### config.mk
export PLATFORM = sky130hd
export DESIGN_NAME = umode_monitor
export DESIGN_NICKNAME = d
export VERILOG_FILES = /design/src/umode_pkg.sv /design/src/retire_skid.sv /design/src/insn_classifier.sv /design/src/priv_rule_checker.sv /design/src/violation_fifo.sv /design/src/umode_monitor.sv
export SDC_FILE = /design/constraint.sdc
export NUM_CORES = 1
export LEC_CHECK = 0
export BUFFER_PORTS_ARGS = -buffer_cell sky130_fd_sc_hd__buf_2
export CAP_MARGIN = 25
export CORE_MARGIN = 2
export CORE_UTILIZATION = 55
export DETAILED_ROUTE_END_ITERATION = 7
export PLACE_DENSITY = 0.83
export SKIP_LAST_GASP = 1
export SYNTH_ARGS = -nofsm -noshare
export SYNTH_HDL_FRONTEND = slang
export SYNTH_SLANG_ARGS = --single-unit
### constraint.sdc
create_clock -name clk_i -period 27.8 [get_ports clk_i]
set_clock_uncertainty 0.05 [all_clocks]
set_input_delay 0 -clock clk_i [delete_from_list [all_inputs] [get_ports clk_i]]
set_output_delay 0 -clock clk_i [all_outputs]
set_load 0.1 [all_outputs]
### src/umode_pkg.sv
// Shared types, encodings and rule positions for the U/M privilege monitor, used by scoped name
`default_nettype none

package umode_pkg;

  // Vectors that carry a meaning of their own
  typedef logic [1:0]  priv_mode_t;
  typedef logic [31:0] insn_t;
  typedef logic [31:0] csr_word_t;
  typedef logic [5:0]  exc_cause_t;
  typedef logic [15:0] seq_t;
  typedef logic [11:0] rule_mask_t;

  // Privilege-relevant instruction classes
  typedef enum logic [2:0] {
    insn_other,
    insn_mret,
    insn_wfi,
    insn_uret,
    insn_custom,
    insn_csr
  } insn_class_e;

  // Bit positions inside rule_mask_t
  typedef enum int unsigned {
    rule_misa      = 0,
    rule_mode      = 1,
    rule_mpp       = 2,
    rule_spp       = 3,
    rule_ext       = 4,
    rule_mscratch  = 5,
    rule_illegal   = 6,
    rule_trap_mode = 7,
    rule_dbg_mode  = 8,
    rule_dret_prv  = 9,
    rule_dbg_entry = 10,
    rule_init_mode = 11
  } rule_idx_e;

  localparam priv_mode_t MODE_U = 2'b00;
  localparam priv_mode_t MODE_M = 2'b11;

  // Fetch faults revoke the retired instruction
  localparam exc_cause_t CAUSE_INSTR_FAULT     = 6'd1;
  localparam exc_cause_t CAUSE_ILLEGAL_INSN    = 6'd2;
  localparam exc_cause_t CAUSE_INSTR_BUS_FAULT = 6'd24;

  localparam int MISA_U_POS = 20;
  localparam int MISA_S_POS = 18;
  localparam int MISA_N_POS = 13;

  // mstatus fields, MPP, FS and XS are two bits wide
  localparam int MPP_POS = 11;
  localparam int SPP_POS = 8;
  localparam int FS_POS  = 13;
  localparam int XS_POS  = 15;
  localparam int SD_POS  = 31;
  localparam int TW_POS  = 21;

  localparam int PRV_POS = 0;

  localparam insn_t MRET_IDATA    = 32'b0011000_00010_00000_000_00000_1110011;
  localparam insn_t WFI_IDATA     = 32'b0001000_00101_00000_000_00000_1110011;
  localparam insn_t URET_IDATA    = 32'b0000000_00010_00000_000_00000_1110011;
  localparam insn_t CUSTOM0_IDATA = 32'b100011_00000000000_000_00000_1110011;
  localparam insn_t CUSTOM1_IDATA = 32'b110011_00000000000_000_00000_1110011;
  localparam insn_t CUSTOM_IMASK  = 32'b111111_00000000000_111_00000_1111111;

  localparam logic [6:0] SYSTEM_OPCODE = 7'b1110011;

endpackage

`default_nettype wire

### src/retire_skid.sv
// Input stage of the monitor, a two-entry skid buffer between the retire port and the checker
`timescale 1ns/1ps
`default_nettype none

module retire_skid (
  input  wire                        clk_i,
  input  wire                        rst_ni,
  input  wire                        rec_valid,
  output logic                       rec_ready,
  input  wire  umode_pkg::priv_mode_t rec_mode,
  input  wire  umode_pkg::insn_t      rec_insn,
  input  wire                        rec_trap,
  input  wire  umode_pkg::exc_cause_t rec_cause,
  input  wire                        rec_dbg_mode,
  input  wire  umode_pkg::csr_word_t  rec_mstatus,
  input  wire  umode_pkg::csr_word_t  rec_misa,
  input  wire  umode_pkg::csr_word_t  rec_dcsr,
  input  wire  umode_pkg::csr_word_t  rec_mscratch_wmask,
  output logic                       chk_valid,
  input  wire                        chk_ready,
  output umode_pkg::priv_mode_t      chk_mode,
  output umode_pkg::insn_t           chk_insn,
  output logic                       chk_trap,
  output umode_pkg::exc_cause_t      chk_cause,
  output logic                       chk_dbg_mode,
  output umode_pkg::csr_word_t       chk_mstatus,
  output umode_pkg::csr_word_t       chk_misa,
  output umode_pkg::csr_word_t       chk_dcsr,
  output umode_pkg::csr_word_t       chk_mscratch_wmask
);

  localparam int REC_W = $bits(umode_pkg::priv_mode_t) + $bits(umode_pkg::insn_t) + 2 +
                         $bits(umode_pkg::exc_cause_t) + 4 * $bits(umode_pkg::csr_word_t);

  logic [REC_W-1:0] rec_in;
  logic [REC_W-1:0] main_q;
  logic [REC_W-1:0] skid_q;
  logic             skid_valid_q;
  logic             in_fire;
  logic             main_load;

  // Whole record travels as one flat word inside the buffer
  assign rec_in = {rec_mode, rec_insn, rec_trap, rec_cause, rec_dbg_mode,
                   rec_mstatus, rec_misa, rec_dcsr, rec_mscratch_wmask};
  assign {chk_mode, chk_insn, chk_trap, chk_cause, chk_dbg_mode,
          chk_mstatus, chk_misa, chk_dcsr, chk_mscratch_wmask} = main_q;

  // Ready comes straight from the skid flop, never from chk_ready
  assign rec_ready = !skid_valid_q;
  assign in_fire   = rec_valid && rec_ready;
  assign main_load = !chk_valid || chk_ready;

  always_ff @(posedge clk_i) begin
    if (!rst_ni) begin
      chk_valid    <= 1'b0;
      skid_valid_q <= 1'b0;
    end else if (main_load) begin
      // Skid entry drains first so order is kept
      chk_valid    <= skid_valid_q || in_fire;
      skid_valid_q <= 1'b0;
    end else if (in_fire) begin
      skid_valid_q <= 1'b1;
    end
  end

  always_ff @(posedge clk_i) begin
    if (main_load) begin
      main_q <= skid_valid_q ? skid_q : rec_in;
    end else if (in_fire) begin
      skid_q <= rec_in;
    end
  end

endmodule

`default_nettype wire

### src/insn_classifier.sv
// Sorts a retired instruction word into the classes the privilege rules care about
`timescale 1ns/1ps
`default_nettype none

module insn_classifier (
  input  wire  umode_pkg::insn_t      insn,
  input  wire                        trap,
  input  wire  umode_pkg::exc_cause_t cause,
  output umode_pkg::insn_class_e     insn_class
);

  logic       revoked;
  logic       is_system;
  logic [2:0] funct3;

  // A fetch fault means the word was never really executed
  assign revoked = trap && ((cause == umode_pkg::CAUSE_INSTR_FAULT) ||
                            (cause == umode_pkg::CAUSE_INSTR_BUS_FAULT));

  assign is_system = (insn[6:0] == umode_pkg::SYSTEM_OPCODE);
  assign funct3    = insn[14:12];

  always_comb begin
    insn_class = umode_pkg::insn_other;
    if (!revoked) begin
      if (insn == umode_pkg::MRET_IDATA) begin
        insn_class = umode_pkg::insn_mret;
      end else if (insn == umode_pkg::WFI_IDATA) begin
        insn_class = umode_pkg::insn_wfi;
      end else if (insn == umode_pkg::URET_IDATA) begin
        insn_class = umode_pkg::insn_uret;
      end else if (((insn & umode_pkg::CUSTOM_IMASK) == umode_pkg::CUSTOM0_IDATA) ||
                   ((insn & umode_pkg::CUSTOM_IMASK) == umode_pkg::CUSTOM1_IDATA)) begin
        insn_class = umode_pkg::insn_custom;
      end else if (is_system && (funct3 != 3'd0) && (funct3 != 3'd4)) begin
        // CSR access, register or immediate form
        insn_class = umode_pkg::insn_csr;
      end
    end
  end

endmodule

`default_nettype wire

### src/priv_rule_checker.sv
// Rule engine of the monitor, checks one record against the U/M rules and registers the mask
`timescale 1ns/1ps
`default_nettype none

module priv_rule_checker (
  input  wire                        clk_i,
  input  wire                        rst_ni,
  input  wire                        chk_valid,
  output logic                       chk_ready,
  input  wire  umode_pkg::priv_mode_t chk_mode,
  input  wire  umode_pkg::insn_t      chk_insn,
  input  wire                        chk_trap,
  input  wire  umode_pkg::exc_cause_t chk_cause,
  input  wire                        chk_dbg_mode,
  input  wire  umode_pkg::csr_word_t  chk_mstatus,
  input  wire  umode_pkg::csr_word_t  chk_misa,
  input  wire  umode_pkg::csr_word_t  chk_dcsr,
  input  wire  umode_pkg::csr_word_t  chk_mscratch_wmask,
  output logic                       push_valid,
  input  wire                        push_ready,
  output umode_pkg::seq_t            push_seq,
  output umode_pkg::rule_mask_t      push_rules
);

  umode_pkg::insn_class_e insn_class;
  umode_pkg::rule_mask_t  rules;
  umode_pkg::seq_t        seq_q;
  umode_pkg::priv_mode_t  mpp;
  umode_pkg::priv_mode_t  cur_prv;
  umode_pkg::priv_mode_t  prev_mode_q;
  umode_pkg::priv_mode_t  prev_prv_q;
  logic                   seen_q;
  logic                   prev_trap_q;
  logic                   prev_dbg_q;
  logic                   chk_fire;
  logic                   push_fire;
  logic                   in_umode;
  logic                   traps_illegal;
  logic                   illegal_hit;

  insn_classifier i_classifier (
    .insn       (chk_insn),
    .trap       (chk_trap),
    .cause      (chk_cause),
    .insn_class (insn_class)
  );

  // Stall only while a violation waits for the FIFO
  assign chk_ready = !push_valid || push_ready;
  assign chk_fire  = chk_valid && chk_ready;
  assign push_fire = push_valid && push_ready;

  assign in_umode      = (chk_mode == umode_pkg::MODE_U);
  assign traps_illegal = chk_trap && (chk_cause == umode_pkg::CAUSE_ILLEGAL_INSN);
  assign mpp           = chk_mstatus[umode_pkg::MPP_POS +: 2];
  assign cur_prv       = chk_dcsr[umode_pkg::PRV_POS +: 2];

  // Instructions that should have trapped as illegal
  always_comb begin
    illegal_hit = 1'b0;
    case (insn_class)
      umode_pkg::insn_uret,
      umode_pkg::insn_custom: illegal_hit = 1'b1;
      umode_pkg::insn_mret:   illegal_hit = in_umode;
      umode_pkg::insn_wfi:    illegal_hit = in_umode && chk_mstatus[umode_pkg::TW_POS];
      umode_pkg::insn_csr:    illegal_hit = in_umode && (chk_insn[29:28] != umode_pkg::MODE_U);
      default:                illegal_hit = 1'b0;
    endcase
  end

  always_comb begin
    rules = '0;
    rules[umode_pkg::rule_misa] = !chk_misa[umode_pkg::MISA_U_POS] ||
                                  chk_misa[umode_pkg::MISA_S_POS] ||
                                  chk_misa[umode_pkg::MISA_N_POS];
    rules[umode_pkg::rule_mode] = !(chk_mode inside {umode_pkg::MODE_U, umode_pkg::MODE_M});
    rules[umode_pkg::rule_mpp]  = !(mpp inside {umode_pkg::MODE_U, umode_pkg::MODE_M});
    rules[umode_pkg::rule_spp]  = chk_mstatus[umode_pkg::SPP_POS];
    rules[umode_pkg::rule_ext]  = (chk_mstatus[umode_pkg::XS_POS +: 2] != 2'b00) ||
                                  (chk_mstatus[umode_pkg::FS_POS +: 2] != 2'b00) ||
                                  chk_mstatus[umode_pkg::SD_POS];
    rules[umode_pkg::rule_mscratch] = in_umode && (chk_mscratch_wmask != '0);
    rules[umode_pkg::rule_illegal]  = illegal_hit && !traps_illegal;
    rules[umode_pkg::rule_dbg_mode] = chk_dbg_mode && (chk_mode != umode_pkg::MODE_M);
    // Rules against the previous accepted record
    rules[umode_pkg::rule_init_mode] = !seen_q && (chk_mode != umode_pkg::MODE_M);
    rules[umode_pkg::rule_trap_mode] = seen_q && prev_trap_q && (chk_mode != umode_pkg::MODE_M);
    rules[umode_pkg::rule_dret_prv]  = seen_q && prev_dbg_q && !chk_dbg_mode &&
                                       (chk_mode != prev_prv_q);
    rules[umode_pkg::rule_dbg_entry] = seen_q && !prev_dbg_q && chk_dbg_mode &&
                                       (cur_prv != prev_mode_q);
  end

  always_ff @(posedge clk_i) begin
    if (!rst_ni) begin
      seen_q      <= 1'b0;
      seq_q       <= '0;
      prev_trap_q <= 1'b0;
      prev_dbg_q  <= 1'b0;
      prev_mode_q <= umode_pkg::MODE_M;
      prev_prv_q  <= umode_pkg::MODE_M;
    end else if (chk_fire) begin
      seen_q      <= 1'b1;
      seq_q       <= seq_q + 1'b1;
      prev_trap_q <= chk_trap;
      prev_dbg_q  <= chk_dbg_mode;
      prev_mode_q <= chk_mode;
      prev_prv_q  <= cur_prv;
    end
  end

  // Compliant records are consumed without touching the output register
  always_ff @(posedge clk_i) begin
    if (!rst_ni) begin
      push_valid <= 1'b0;
    end else if (chk_fire && (rules != '0)) begin
      push_valid <= 1'b1;
    end else if (push_fire) begin
      push_valid <= 1'b0;
    end
  end

  always_ff @(posedge clk_i) begin
    if (chk_fire && (rules != '0)) begin
      push_seq   <= seq_q;
      push_rules <= rules;
    end
  end

endmodule

`default_nettype wire

### src/violation_fifo.sv
// Output stage of the monitor, holds violation records until the consumer takes them
`timescale 1ns/1ps
`default_nettype none

module violation_fifo #(
  parameter int unsigned FIFO_DEPTH = 4
) (
  input  wire                         clk_i,
  input  wire                         rst_ni,
  input  wire                         push_valid,
  output logic                        push_ready,
  input  wire  umode_pkg::seq_t       push_seq,
  input  wire  umode_pkg::rule_mask_t push_rules,
  output logic                        viol_valid,
  input  wire                         viol_ready,
  output umode_pkg::seq_t             viol_seq,
  output umode_pkg::rule_mask_t       viol_rules
);

  localparam int unsigned PTR_W = $clog2(FIFO_DEPTH);
  localparam int unsigned CNT_W = $clog2(FIFO_DEPTH + 1);
  localparam logic [CNT_W-1:0] FULL_CNT = CNT_W'(FIFO_DEPTH);

  umode_pkg::seq_t       seq_mem   [FIFO_DEPTH];
  umode_pkg::rule_mask_t rules_mem [FIFO_DEPTH];
  logic [PTR_W-1:0]      wr_ptr_q;
  logic [PTR_W-1:0]      rd_ptr_q;
  logic [CNT_W-1:0]      count_q;
  logic                  push_fire;
  logic                  pop_fire;

  assign push_ready = (count_q != FULL_CNT);
  assign viol_valid = (count_q != '0);
  assign push_fire  = push_valid && push_ready;
  assign pop_fire   = viol_valid && viol_ready;

  // Head entry read straight out of the storage flops
  assign viol_seq   = seq_mem[rd_ptr_q];
  assign viol_rules = rules_mem[rd_ptr_q];

  always_ff @(posedge clk_i) begin
    if (push_fire) begin
      seq_mem[wr_ptr_q]   <= push_seq;
      rules_mem[wr_ptr_q] <= push_rules;
    end
  end

  // Pointers wrap on their own since the depth is a power of two
  always_ff @(posedge clk_i) begin
    if (!rst_ni) begin
      wr_ptr_q <= '0;
      rd_ptr_q <= '0;
      count_q  <= '0;
    end else begin
      if (push_fire) begin
        wr_ptr_q <= wr_ptr_q + 1'b1;
      end
      if (pop_fire) begin
        rd_ptr_q <= rd_ptr_q + 1'b1;
      end
      case ({push_fire, pop_fire})
        2'b10:   count_q <= count_q + 1'b1;
        2'b01:   count_q <= count_q - 1'b1;
        default: count_q <= count_q;
      endcase
    end
  end

endmodule

`default_nettype wire

### src/umode_monitor.sv
// Top level of the U/M privilege compliance monitor, retire records in and violation records out
`timescale 1ns/1ps
`default_nettype none

module umode_monitor #(
  parameter int unsigned FIFO_DEPTH = 4
) (
  input  wire                         clk_i,
  input  wire                         rst_ni,
  input  wire                         rec_valid,
  output logic                        rec_ready,
  input  wire  umode_pkg::priv_mode_t rec_mode,
  input  wire  umode_pkg::insn_t      rec_insn,
  input  wire                         rec_trap,
  input  wire  umode_pkg::exc_cause_t rec_cause,
  input  wire                         rec_dbg_mode,
  input  wire  umode_pkg::csr_word_t  rec_mstatus,
  input  wire  umode_pkg::csr_word_t  rec_misa,
  input  wire  umode_pkg::csr_word_t  rec_dcsr,
  input  wire  umode_pkg::csr_word_t  rec_mscratch_wmask,
  output logic                        viol_valid,
  input  wire                         viol_ready,
  output umode_pkg::seq_t             viol_seq,
  output umode_pkg::rule_mask_t       viol_rules
);

  // Skid to checker
  wire                        chk_valid;
  wire                        chk_ready;
  wire umode_pkg::priv_mode_t chk_mode;
  wire umode_pkg::insn_t      chk_insn;
  wire                        chk_trap;
  wire umode_pkg::exc_cause_t chk_cause;
  wire                        chk_dbg_mode;
  wire umode_pkg::csr_word_t  chk_mstatus;
  wire umode_pkg::csr_word_t  chk_misa;
  wire umode_pkg::csr_word_t  chk_dcsr;
  wire umode_pkg::csr_word_t  chk_mscratch_wmask;

  // Checker to FIFO
  wire                        push_valid;
  wire                        push_ready;
  wire umode_pkg::seq_t       push_seq;
  wire umode_pkg::rule_mask_t push_rules;

  retire_skid i_skid (
    .clk_i, .rst_ni,
    .rec_valid, .rec_ready, .rec_mode, .rec_insn, .rec_trap, .rec_cause, .rec_dbg_mode,
    .rec_mstatus, .rec_misa, .rec_dcsr, .rec_mscratch_wmask,
    .chk_valid, .chk_ready, .chk_mode, .chk_insn, .chk_trap, .chk_cause, .chk_dbg_mode,
    .chk_mstatus, .chk_misa, .chk_dcsr, .chk_mscratch_wmask
  );

  priv_rule_checker i_checker (
    .clk_i, .rst_ni,
    .chk_valid, .chk_ready, .chk_mode, .chk_insn, .chk_trap, .chk_cause, .chk_dbg_mode,
    .chk_mstatus, .chk_misa, .chk_dcsr, .chk_mscratch_wmask,
    .push_valid, .push_ready, .push_seq, .push_rules
  );

  violation_fifo #(
    .FIFO_DEPTH (FIFO_DEPTH)
  ) i_fifo (
    .clk_i, .rst_ni,
    .push_valid, .push_ready, .push_seq, .push_rules,
    .viol_valid, .viol_ready, .viol_seq, .viol_rules
  );

endmodule

`default_nettype wire

==> metrics.md <==
| Metric | Value |
|---|---|
| N_diodes | 0 |
| Largest net degree at the start of global routing | 65 |
| Clock root buffer | clkbuf_16 |
| Synthesized net count | 873 |
| Tmin final | ~2.8 ns |
| Sequential cell area | 10200 um^2 |
| Reg-to-Reg End | i_checker.push_seq[8]$_DFFE_PP_ |
| Setup Viol. Count Final | 0 |
| Startpoint class of the critical path | flop |
| Pre-CTS setup slack | 24.99 ns |
| Worst-skew pair later-pin latency | 0.50 ns |
| Cells after DPL | ~1100 |
| Die area | 25200 um^2 |
| Router iterations before antenna repair | 4 |
| RSZ-0062 raised after global routing | false |
| Layout cells sized above 1 | 32.9% |
| Distinct cells, synth | 43 |
| Hold Path End | i_skid.skid_q[12]$_DFFE_PP_ |
| Worst-Margin Slew | 0.824 ns |
| Initial antenna violation count | 0 |
| Lkg Pwr | 0.00570 uW |
| Core ar. | ~24000 um^2 |
| Fin area | 16400 um^2 |
| Hold_sp | rec_mscratch_wmask[12] |
| Post-detailed-route wirelength per cell | 19.1 um |
| Vias in the first global route | 7406 |
| Cell taking the most area after synthesis | edfxtp_1 |
| DR vias/cell | 5.43 |
| Hold crit path type | in -> reg |
| CP Data Required Time | about 28 ns |
| Worst reg2reg setup slack | 25.00 ns |
| Clk slew on worst S/H paths | 0.06 ns |
| Global route total overflow | 0 |
| CTS Sinks | between 300 and 400 |
| Clock H-tree levels | 2 |
| Multi-input logic area | approximately 2900 um^2 |
| CP max FO | 28 |
| Vias | 6897 |
| Crit path kind | reg -> reg |
| Power Density | between 70 and 80 nW/um^2 |
| Total CTS buffers | 35 |
| Gpl congestion | slightly above 0.7 |
| Post-CTS sizing | 0 |
| Yosys warning count | 0 |
| Post-layout util | 69.6% |
| Synth area leaders | edfxtp_1 72%, mux2_2 7.5%, dfxtp_1 5.3% |
| # port buffers | 121 |
| FF-to-FF path depth | 7 |
| Syn Inst Count | 690 |
| Yosys top cell area share | 71.9% |
| Max-cap violation count | 0 |
| Initial Util | 56.0% |
| Placed Area | 14300 um^2 |
| Syn_area_per_cell | 19.1 um^2 |
| Synthesized area | 13200 um^2 |
| DR iter-0 viols | between 400 and 500 |
| Setup TNS | 0 ns |
| CTS tree | yes |
| Routed Antenna Nets | 0 |
| Hold path depth | 2 |
| Clk buf depth | 3 |
| First-pass GRT wire length | ~40 mm |
| Dpl hpwl | between 10 and 15 mm |
| Slew margin rel. | 45.1% |
| Die Ht | 159 um |
| Final Max Tran Viols | 0 |
| CP endpoint kind | flop |
| Layout Nets | 1110 |
| Synthesized flop and latch total | 351 |
| Number of I/O pins | 204 |
| F_max | between 300 and 400 MHz |
| Final Hold Fails | 0 |
| Fillers | 1507 |
| Worst Path Arrival | 2.97 ns |
| Num rows | 56 |
| Sequential fraction of the synthesis area | 77.3% |
| Non-Filler Instances | around 1300 |
| Fin crit share | 10.1% |
| GRT Overall Usage | between 10% and 20% |
| Area growth, synth to finish | 24.3% |
| Routed WL | 24.3 mm |
| Reg2reg start | i_skid.main_q[168]$_DFFE_PP_ |
| Status | complete, no violations |
| Setup ws final | 25.00 ns |
| Worst vdd ir | 62.3 uV |
| DRC viols | 0 |
| Die Wd | 159 um |
==> metrics by stage <==
stage / hold WS (ns) / power [uW]
after floorplan: 0.0489 / 760
after global placement: 0.140 / 790
after detailed placement: 0.142 / 797
after CTS: 0.146 / 1300
after global routing: 0.171 / 1330
final: 0.178 / 1290
==> area by class of cell <==
| cell class | instances | area share (%) |
|---|---|---|
| Sequential cell | 351 | 62.2 |
| Multi-Input combinational cell | 305 | 17.6 |
| Clock buffer | 42 | 5.89 |
| Clock inverter | 19 | 1.50 |
| Timing Repair Buffer | 221 | 10.0 |
| Tap cell | 319 | 2.44 |
| Inverter | 13 | 0.298 |
==> routing by layer <==
layer	vias up	share of wire (%)	GRT usage, %
met4	0	2.4	5.62
met5	-	0	0
met1	3443	40	23.7
li1	3203	-	-
met2	194	53	35.5
met3	57	4.8	3.97
==> timing repair <==
action	in CTS	in global routing
endpoints found under the hold margin	209	0
buffers inserted	0	0
hold buffers	92	0
==> cells in the final DEF (no fill, tap or decap), types with 4 or more instances in the layout <==
master	count
edfxtp_1	316
buf_2	121
dlygate4sd3_1	92
mux2_2	88
clkbuf_16	37
dfxtp_1	33
mux4_2	28
nand2_1	27
and2_1	18
inv_1	13
o21ai_0	12
nor4_1	12
xnor2_1	12
a21boi_0	12
or3_1	10
nor2_1	9
nand4_1	9
clkinv_2	9
ha_1	8
nand3_1	7
xor2_1	7
nor3_1	6
bufinv_16	6
buf_4	5
and2_2	4
==> sequential cells by signal, indices dropped and copies added, names as in the netlist, named ones only <==
| signal | count |
|---|---|
| i_skid.main_q | 88 |
| i_skid.skid_q | 88 |
| i_fifo.seq_mem | 64 |
| i_fifo.rules_mem | 48 |
| i_checker.push_seq | 16 |
| i_checker.seq_q | 16 |
| i_checker.push_rules | 12 |
| i_fifo.count_q | 3 |
| i_checker.prev_mode_q | 2 |
| i_checker.prev_prv_q | 2 |
| i_fifo.rd_ptr_q | 2 |
| i_fifo.wr_ptr_q | 2 |
| i_checker.prev_dbg_q | 1 |
| i_checker.prev_trap_q | 1 |
| i_checker.push_valid | 1 |
| i_checker.seen_q | 1 |
| i_skid.chk_valid | 1 |
| i_skid.skid_valid_q | 1 |
==> cell families (layout without fill, tap and decap cells) <==
logic type	count (synthesis)	count (layout)	synth area share, %
buffers and inverters	34	295	0.987
AOI/OAI and AO/OA	38	38	1.95
and+or+nand+nor	123	123	5.34
DFF	351	351	77.3
muxes	116	116	12.3
adders and majority gates	9	9	0.911
xor gates and xnor gates	19	19	1.26
==> critical path, stage by stage, from the launching register on <==
cell and delay [ns]:
edfxtp_1 0.40, inv_1 0.08, ha_1 0.33, or4_1 0.53, or3_1 0.34, nor4_2 0.42, a21oi_2 0.09, buf_4 0.27
==> synth_stat cells, drive strengths merged <==
library cell    n
a211oi          3
a21boi         13
a21oi           2
a31oi           1
a32oi           1
and2           22
and3            2
and4            1
buf             2
clkbuf         19
dfxtp          35
edfxtp        316
fa              1
ha              8
inv            13
mux2           88
mux4           28
nand2          28
nand3           7
nand3b          1
nand4           9
nand4b          1
nand4bb         1
nor2            9
nor2b           1
nor3            6
nor3b           4
nor4           13
nor4b           1
nor4bb          1
o2111ai         1
o211ai          3
o21a            2
o21ai          12
or3            10
or3b            2
or4             3
or4b            1
xnor2          12
xor2            7
==> power breakdown <==
| part | switching (uW) | internal, uW |
|---|---|---|
| Combinational | 131 | 60.2 |
| Sequential | 14.0 | 590 |
| Clock | 190 | 303 |
| Total | 335 | 953 |
==> worst max-delay path by stage <==
stage                                         from                               end  slack (ns)  depth (start not counted)
CTS                   i_skid.main_q[168]$_DFFE_PP_   i_checker.push_seq[8]$_DFFE_PP_       24.96                          7
global route          i_skid.main_q[168]$_DFFE_PP_  i_checker.push_seq[10]$_DFFE_PP_       24.87                          7
detailed placement    i_skid.main_q[168]$_DFFE_PP_  i_checker.push_seq[14]$_DFFE_PP_       24.99                          7
floorplan           i_fifo.count_q[0]$_SDFFE_PN0P_        i_skid.skid_q[0]$_DFFE_PP_       17.84                          4
global placement      i_skid.main_q[168]$_DFFE_PP_  i_checker.push_seq[12]$_DFFE_PP_       25.00                          7
finish                i_skid.main_q[168]$_DFFE_PP_   i_checker.push_seq[8]$_DFFE_PP_       25.00                          7
Power figures use the tool's default switching activity.
